File: src/logic/tx_sample_pkg.sv
`default_nettype none

package tx_sample_pkg;

    localparam int SAMPLE_W = 18;

    // Word size of the whole shaping path.
    typedef logic signed [SAMPLE_W-1:0] sample_t;

    typedef struct packed {
        sample_t i;
        sample_t q;
    } iq_sample_t;

    // Dibit codes in Gray order around the constellation.
    typedef enum logic [1:0] {
        q_pp = 2'b00,  // +I, +Q.
        q_mp = 2'b01,  // -I, +Q.
        q_mm = 2'b11,  // -I, -Q.
        q_pm = 2'b10   // +I, -Q.
    } quadrant_e;

endpackage

`default_nettype wire

File: src/logic/srrc_coef_pkg.sv
`default_nettype none

package srrc_coef_pkg;

    localparam int NUM_TAPS   = 17;
    localparam int NUM_UNIQUE = 9;  // Taps 0..7 mirrored plus the center tap.

    // Full-width product of a pre-added sample and a coefficient.
    typedef logic signed [2*tx_sample_pkg::SAMPLE_W-1:0] product_t;

    // Square-root raised cosine, tap 0 out to the center tap.
    localparam tx_sample_pkg::sample_t COEF [NUM_UNIQUE] = '{
         18'sd314,
        -18'sd2115,
        -18'sd5743,
        -18'sd6936,
        -18'sd719,
         18'sd15367,
         18'sd37897,
         18'sd57966,
         18'sd66023
    };

    // Product bits that feed the adder tree.
    localparam int PROD_MSB = 34;
    localparam int PROD_LSB = 17;

endpackage

`default_nettype wire

File: src/logic/tx_rate_gen.sv
`timescale 1ns/1ps
`default_nettype none

module tx_rate_gen #(
    parameter int CLKS_PER_SAMPLE    = 4,
    parameter int SAMPLES_PER_SYMBOL = 4
) (
    input  logic clk,
    input  logic reset,
    output logic smp_stb,
    output logic sym_stb
);

    localparam int CLK_W = $clog2(CLKS_PER_SAMPLE);
    localparam int SMP_W = $clog2(SAMPLES_PER_SYMBOL);
    localparam logic [CLK_W-1:0] CLK_LAST = CLK_W'(CLKS_PER_SAMPLE - 1);
    localparam logic [SMP_W-1:0] SMP_LAST = SMP_W'(SAMPLES_PER_SYMBOL - 1);

    logic [CLK_W-1:0] clk_cnt;
    logic [SMP_W-1:0] smp_cnt;
    logic             clk_wrap;

    assign clk_wrap = (clk_cnt == CLK_LAST);

    always_ff @(posedge clk) begin
        if (reset || clk_wrap) begin
            clk_cnt <= '0;
        end else begin
            clk_cnt <= clk_cnt + 1'b1;
        end
    end

    // Counts sample strobes within one symbol.
    always_ff @(posedge clk) begin
        if (reset) begin
            smp_cnt <= '0;
        end else if (smp_stb) begin
            if (smp_cnt == SMP_LAST) begin
                smp_cnt <= '0;
            end else begin
                smp_cnt <= smp_cnt + 1'b1;
            end
        end
    end

    always_ff @(posedge clk) begin
        if (reset) begin
            smp_stb <= 1'b0;
            sym_stb <= 1'b0;
        end else begin
            smp_stb <= clk_wrap;
            sym_stb <= clk_wrap && (smp_cnt == '0);  // First sample of a symbol.
        end
    end

    a_sym_in_smp: assert property (@(posedge clk) disable iff (reset)
        sym_stb |-> smp_stb);

    a_smp_single: assert property (@(posedge clk) disable iff (reset)
        smp_stb |=> !smp_stb);

endmodule

`default_nettype wire

File: src/logic/qpsk_mapper.sv
`timescale 1ns/1ps
`default_nettype none

module qpsk_mapper #(
    parameter int AMPLITUDE = 40000
) (
    input  logic                      clk,
    input  logic                      reset,
    input  logic                      smp_stb,
    input  logic                      sym_stb,
    input  logic [1:0]                dibit,
    output tx_sample_pkg::iq_sample_t impulse
);

    localparam tx_sample_pkg::sample_t AMP_POS = tx_sample_pkg::sample_t'(AMPLITUDE);
    localparam tx_sample_pkg::sample_t AMP_NEG = -AMP_POS;

    tx_sample_pkg::quadrant_e  quad;
    tx_sample_pkg::iq_sample_t mapped;

    assign quad = tx_sample_pkg::quadrant_e'(dibit);

    // Bit 0 flips I, bit 1 flips Q.
    always_comb begin
        mapped.i = AMP_POS;
        mapped.q = AMP_POS;
        case (quad)
            tx_sample_pkg::q_pp: begin
                mapped.i = AMP_POS;
                mapped.q = AMP_POS;
            end
            tx_sample_pkg::q_mp: begin
                mapped.i = AMP_NEG;
                mapped.q = AMP_POS;
            end
            tx_sample_pkg::q_mm: begin
                mapped.i = AMP_NEG;
                mapped.q = AMP_NEG;
            end
            tx_sample_pkg::q_pm: begin
                mapped.i = AMP_POS;
                mapped.q = AMP_NEG;
            end
            default: begin
                mapped.i = AMP_POS;
                mapped.q = AMP_POS;
            end
        endcase
    end

    // One symbol sample, then zeros until the next symbol.
    always_ff @(posedge clk) begin
        if (reset) begin
            impulse <= '0;
        end else if (smp_stb) begin
            if (sym_stb) begin
                impulse <= mapped;
            end else begin
                impulse <= '0;
            end
        end
    end

    a_impulse_on_strobe: assert property (@(posedge clk) disable iff (reset)
        !$stable(impulse) |-> $past(smp_stb));

endmodule

`default_nettype wire

File: src/logic/srrc_tx_flt.sv
`timescale 1ns/1ps
`default_nettype none

module srrc_tx_flt (
    input  logic                   clk,
    input  logic                   reset,
    input  logic                   smp_stb,
    input  tx_sample_pkg::sample_t in,
    output tx_sample_pkg::sample_t out,
    output logic                   out_valid
);

    localparam int DEPTH  = srrc_coef_pkg::NUM_TAPS - 1;
    localparam int CENTER = srrc_coef_pkg::NUM_UNIQUE - 1;

    tx_sample_pkg::sample_t   hist      [1:DEPTH];
    tx_sample_pkg::sample_t   x         [0:DEPTH];
    tx_sample_pkg::sample_t   pre_sum   [0:CENTER];
    srrc_coef_pkg::product_t  prod      [0:CENTER];
    tx_sample_pkg::sample_t   prod_bits [0:CENTER];
    tx_sample_pkg::sample_t   lvl2      [0:4];
    tx_sample_pkg::sample_t   lvl3      [0:2];
    tx_sample_pkg::sample_t   lvl4      [0:1];
    tx_sample_pkg::sample_t   acc;

    // History of past samples, x1 is the newest.
    always_ff @(posedge clk) begin
        if (reset) begin
            for (int k = 1; k <= DEPTH; k++) begin
                hist[k] <= '0;
            end
        end else if (smp_stb) begin
            hist[1] <= in;
            for (int k = 2; k <= DEPTH; k++) begin
                hist[k] <= hist[k-1];
            end
        end
    end

    always_comb begin
        x[0] = in;  // Present input is tap x0.
        for (int k = 1; k <= DEPTH; k++) begin
            x[k] = hist[k];
        end
    end

    // Symmetric taps share a coefficient, so add them first.
    always_comb begin
        for (int k = 0; k < CENTER; k++) begin
            pre_sum[k] = x[k] + x[DEPTH-k];  // Wraps at 18 bits.
        end
        pre_sum[CENTER] = x[CENTER];
    end

    always_comb begin
        for (int k = 0; k <= CENTER; k++) begin
            prod[k]      = pre_sum[k] * srrc_coef_pkg::COEF[k];
            prod_bits[k] = prod[k][srrc_coef_pkg::PROD_MSB:srrc_coef_pkg::PROD_LSB];
        end
    end

    // Adder tree, every level wraps at 18 bits.
    always_comb begin
        for (int k = 0; k < 4; k++) begin
            lvl2[k] = prod_bits[2*k] + prod_bits[2*k+1];
        end
        lvl2[4] = prod_bits[8];

        for (int k = 0; k < 2; k++) begin
            lvl3[k] = lvl2[2*k] + lvl2[2*k+1];
        end
        lvl3[2] = lvl2[4];

        lvl4[0] = lvl3[0] + lvl3[2];
        lvl4[1] = lvl3[1];

        acc = lvl4[0] + lvl4[1];
    end

    always_ff @(posedge clk) begin
        if (reset) begin
            out       <= '0;
            out_valid <= 1'b0;
        end else begin
            out_valid <= smp_stb;  // Flags the sample just registered.
            if (smp_stb) begin
                out <= acc;
            end
        end
    end

    a_valid_single: assert property (@(posedge clk) disable iff (reset)
        out_valid |=> !out_valid);

endmodule

`default_nettype wire

File: src/logic/qpsk_tx_top.sv
`timescale 1ns/1ps
`default_nettype none

module qpsk_tx_top #(
    parameter int CLKS_PER_SAMPLE    = 4,
    parameter int SAMPLES_PER_SYMBOL = 4,
    parameter int AMPLITUDE          = 40000
) (
    input  logic                      clk,
    input  logic                      reset,
    input  logic [1:0]                dibit,
    output logic                      sym_req,
    output tx_sample_pkg::iq_sample_t tx,
    output logic                      tx_valid
);

    logic                      smp_stb;
    tx_sample_pkg::iq_sample_t impulse;
    tx_sample_pkg::sample_t    tx_i;
    tx_sample_pkg::sample_t    tx_q;

    tx_rate_gen #(
        .CLKS_PER_SAMPLE    (CLKS_PER_SAMPLE),
        .SAMPLES_PER_SYMBOL (SAMPLES_PER_SYMBOL)
    ) rate_gen (
        .clk     (clk),
        .reset   (reset),
        .smp_stb (smp_stb),
        .sym_stb (sym_req)  // Symbol strobe doubles as the dibit request.
    );

    qpsk_mapper #(
        .AMPLITUDE (AMPLITUDE)
    ) mapper (
        .clk     (clk),
        .reset   (reset),
        .smp_stb (smp_stb),
        .sym_stb (sym_req),
        .dibit   (dibit),
        .impulse (impulse)
    );

    srrc_tx_flt flt_i (
        .clk       (clk),
        .reset     (reset),
        .smp_stb   (smp_stb),
        .in        (impulse.i),
        .out       (tx_i),
        .out_valid (tx_valid)
    );

    srrc_tx_flt flt_q (
        .clk       (clk),
        .reset     (reset),
        .smp_stb   (smp_stb),
        .in        (impulse.q),
        .out       (tx_q),
        .out_valid ()  // Same timing as flt_i.
    );

    assign tx = '{i: tx_i, q: tx_q};

endmodule

`default_nettype wire

File: config.mk
export PLATFORM = sky130hd
export DESIGN_NAME = qpsk_tx_top
export DESIGN_NICKNAME = d
export VERILOG_FILES = /design/src/logic/tx_sample_pkg.sv /design/src/logic/srrc_coef_pkg.sv /design/src/logic/tx_rate_gen.sv /design/src/logic/qpsk_mapper.sv /design/src/logic/srrc_tx_flt.sv /design/src/logic/qpsk_tx_top.sv
export SDC_FILE = /design/constraint.sdc
export NUM_CORES = 2
export LEC_CHECK = 0
export BUFFER_PORTS_ARGS = -buffer_cell sky130_fd_sc_hd__buf_2
export CORE_MARGIN = 5
export CORE_UTILIZATION = 50
export DETAILED_ROUTE_END_ITERATION = 10
export PLACE_DENSITY = 0.66
export SYNTH_ARGS = -nofsm -noshare
export SYNTH_HDL_FRONTEND = slang
export SYNTH_HIERARCHICAL = 1
export SYNTH_SLANG_ARGS = --single-unit
File: constraint.sdc
create_clock -name clk -period 13.8 [get_ports clk]
set_input_delay 2.76 -clock clk [delete_from_list [all_inputs] [get_ports clk]]
set_output_delay 2.76 -clock clk [all_outputs]
set_load 0.1 [all_outputs]
# After elaboration in Yosys (flattened, before gate mapping)
# Memory sizes are Yosys's and may differ from the RTL's.
# Index checks and enable logic that the tools add are counted.
dict set report totals {
  register_bits 79
  output_inout_bits 38
  input_bits 4
  mem_count 2
  ram_bits 576
  word_cells 144
}
# name words word_bits read_ports rd_clocked_by_memory_dff wr line
set memory_table {}
lappend memory_table {flt_i.hist 16 18 16 0 16 srrc_tx_flt.sv:16} ;# tx_sample_pkg::sample_t hist [1:DEPTH];
lappend memory_table {flt_q.hist 16 18 16 0 16 srrc_tx_flt.sv:16}
dict set report classes {
  bitwise_logic 32
  addsub 34
  multipliers 18
  reduce_logical 4
  mux 40
  n_eq_ne 5
}
# cell count
set ops {}
lappend ops {{$add 18x18->18} 32}
lappend ops {{$mux 18} 32}
lappend ops {{$pmux 36 s4} 1}
lappend ops {{$mul 18x11->29 const B} 4}
lappend ops {{$mul 18x17->35 const B} 2}
lappend ops {{$mul 18x18->35 const B} 2}
lappend ops {{$mul 18x16->34 const B} 2}
lappend ops {{$mul 18x15->33 const B} 2}
lappend ops {{$mul 18x14->32 const B} 2}
lappend ops {{$mul 18x13->31 const B} 2}
lappend ops {{$mul 18x9->27 const B} 2}
lappend ops {{$mux 36} 1}
lappend ops {{$or 1x1->1} 32}
lappend ops {{$eq 2x2->1 const B} 4}
lappend ops {{$mux 1} 5}
lappend ops {{$add 2x1->2 const B} 2}
lappend ops {{$logic_not 2->1} 2}
lappend ops {{$eq 2x1->1 const B} 1}
lappend ops {{$mux 2} 1}
lappend ops {{$logic_and 1x1->1} 1}
lappend ops {{$logic_or 1x1->1} 1}

# Longest topological paths before layout
# An unclocked memory read counts as a cell.
dict set report depth {
  word_depth 7
  mapped_depth 59
  mapped_depth_nobuf 58
}

# Modules after synthesis
# Netlist, hierarchy kept.
# mod n_inst area_each_um2 seq_area_each_um2 cells_per_inst
set by_module_without_submodules {}
lappend by_module_without_submodules {{srrc_tx_flt (flt_i)} 1 54253.3 9028.7 5314}
lappend by_module_without_submodules {{srrc_tx_flt (flt_q)} 1 53832.9 9028.7 5200}
lappend by_module_without_submodules {qpsk_mapper 1 431.7 100.1 52}
lappend by_module_without_submodules {tx_rate_gen 1 224.0 120.1 19}

# Worst setup path before layout
# No wires, ideal clock.
dict set report synth_path {
  path_type {reg-to-reg}
  from {register flt_i/hist[2][19] (netlist name)}
  to {register flt_i.out[17]}
  stages_incl_launch_ff 47
  t_arrival_ns 14.701
  slack_ns -0.987
  setup_time_ns 0.086
  cell_sequence {edfxtp_1 > ha_1 > a21o_1 > a21oi_2 > o21bai_1 > a2111o_1 > a2111oi_2 > nor3_1 > o31ai_4 > mux2i_1 > a2111oi_0 > ha_1 > fa_1 > ha_1 > inv_1 > fa_1 > inv_1 > fa_1 > (+11 left out) > xnor2_1 > fa_1 > fa_1 > fa_1 > inv_1 > fa_1 > inv_1 > ha_1 > or3_1 > a2111oi_0 > o41ai_1 > a21o_1 > a21oi_1 > xnor2_1 > xnor2_1 > xnor3_1 > xnor2_1 > a211oi_1}
}
# item line
set synth_rtl {}
lappend synth_rtl {{to (signal assigned)} srrc_tx_flt.sv:82} ;# out <= '0;
lappend synth_rtl {{to (signal assigned)} srrc_tx_flt.sv:87} ;# out <= acc;
lappend synth_rtl {{to (decl)} srrc_tx_flt.sv:9} ;# output tx_sample_pkg::sample_t out,

==> impl_metrics.yaml <==
timing:
  hold_slack_ps: 431
  tightest_slew_ps: 1230
  fin_crit_sh_pct: 95.3
  finalSetupTns_ps: 0
  finalCriticalPeriod_ps: 13140
  slew_violations: 0
  clock_skew_ps: 31.3
  finalHoldViolations: 0
  max_freq_mhz: 76.1
  setup_viol: 0
  relSlewSlack_pct: 17.4
clock_network:
  numCtsBuffers: 77
  cts_tree: "yes"
  path_clk_slew_ps: 60
  clk_latency_ps: 690
  cts_buffer_depth: 3
  clock_sinks: 624
  ctsHoldBuffers: 0
  h-tree-depth: 3
  cts-root-buf: "clkbuf_16"
setup_path:
  worst_path_largest_cell_delay_ps: 540
  endpoint_kind: "flop"
  critPathSlowestCell: "fa_1"
  cp_num_buf_inv: 7
  worstPathMaxFanout: 5
  path_class: "reg2reg"
  worstPathArrival_ps: 13740
  critPathTopFamily: "adder cells"
  cp-start-kind: "flop"
  required_ps: 14400
  cp_common_cell: "fa_1"
floorplan:
  core-area_sq_um: 217000
  chipHeight_um: 476
  die_w_um: 476
  start_util_pct: 50.2
  rows: 171
  fp.dieArea_sq_um: 227000
  ios: 42
layout:
  drive_above_1_share_pct: 3.77
  nNetsFinal: 14200
  fin_cells: 13600
  syn2layout_area_growth_pct: 6.25
  stdcell_area_sq_um: 116000
routing:
  vias: 71400
  route.detailed.drc: 0
  drtAntennaViolNets: 0
  wl_um: 259000
  first_iter_violations: 3877
  dr.pass1.iters: 6
  routedWlPerCell_um: 19.1
  viasPerCell: 5.26
placed_design:
  dp_hpwl_um: 223000
  gp_congestion: 0.952
  placed_area_sq_um: 113000
  place_inst: 13400
  portBuffers: 41
synthesis:
  netlist_instances: 10600
  avgSynthCellArea_sq_um: 10.3
  synth_area_sq_um: 109000
  synth_warnings: 6
global_route:
  grt_pass1_wl_um: 418000
  overflow: 0
  grtUsageMet1_pct: 30.9
  grt_max_degree: 285
  grtUsageMet3_pct: 2.79
  grtUsageMet2_pct: 39.7
  antenna_found_initial: 5
  grt.busiest_layer: "met2"
  grt_pass1_vias: 76300
  grt_usage_pct: 23.1
hold_path:
  hp-class: "reg2reg"
outcome:
  status: "completed"
flow_run:
  maxCapViolCount: 0
-- worst paths after layout --
path / start / to / slack, ps / cells past startpoint
worst min-delay path: rate_gen/clk_cnt[0]$_SDFF_PP0_ / rate_gen/clk_cnt[0]$_SDFF_PP0_ / 430 / 1
worst min register to register: rate_gen/clk_cnt[0]$_SDFF_PP0_ / rate_gen/clk_cnt[0]$_SDFF_PP0_ / 430 / 1
worst max-delay path: flt_q/hist[3][20]$_SDFFCE_PN0P_ / flt_q/out[17]$_SDFFE_PP0P_ / 660 / 51
worst max register to register: flt_q/hist[3][20]$_SDFFCE_PN0P_ / flt_q/out[17]$_SDFFE_PP0P_ / 660 / 51
-- state kept, by name (all words and copies together) (netlist names) --
register / cells
rate_gen/sym_stb: 1
flt_q/out: 18
flt_i/hist: 288
flt_i/out: 18
rate_gen/smp_stb: 1
flt_i/out_valid: 1
mapper/impulse: 5
flt_q/hist: 288
rate_gen/clk_cnt: 2
rate_gen/smp_cnt: 2
-- cell usage in the layout, fill, tap and decap left out, drive strengths merged, types with 29 or more instances in the layout --
master	instances
a31oi	30
nand2	246
a21boi	43
nand4	29
dfxtp	48
edfxtp	576
clkinv	32
a21o	173
or2	43
mux2i	62
nand3	87
o21bai	61
or3	33
clkbuf	88
ha	2047
o21ai	229
buf	134
nand2b	73
nor2b	81
and3	38
a21oi	401
a211oi	33
mux2	29
inv	2318
xnor2	473
nor3	131
nor2	430
o21a	76
xor2	297
and2	611
fa	1498
-- final cells by class --
cell class / count / area (sq um)
Timing Repair Buffer: 134 / 918
Inverter: 2312 / 8700
Clock buffer: 88 / 2030
Fill cell: 19200 / 101000
Antenna cell: 1 / 2.50
Multi-Input combinational cell: 7502 / 81400
Sequential cell: 624 / 18300
Tap cell: 2854 / 3570
Clock inverter: 56 / 669
-- through the flow --
| step | setup slack [ps] | util, % |
|---|---|---|
| finish | 655 | 53.3 |
| detailed placement | 62.5 | 52.0 |
| global route | -11.1 | 53.3 |
| floorplan | 724 | - |
| global placement | 224 | 52.0 |
| CTS | 77.0 | 53.2 |
-- per-layer routing --
layer | share of wire [%] | wire length, um | vias to the layer above
met5 | 0 | 0 | -
met4 | 3.0 | 7790 | 0
met3 | 4.1 | 10500 | 303
met2 | 49 | 126000 | 1200
met1 | 44 | 115000 | 35500
li1 | - | - | 34300
-- what timing repair did --
action                                  CTS  global route
pin swaps                                 0             3
endpoints found under the setup margin    1             7
gates resized for setup                   1            46
setup buffers                             0             0
Power is left out: the tool's default activity adds up to more than one toggle a clock period on the data nets, which glitch-free logic cannot reach.
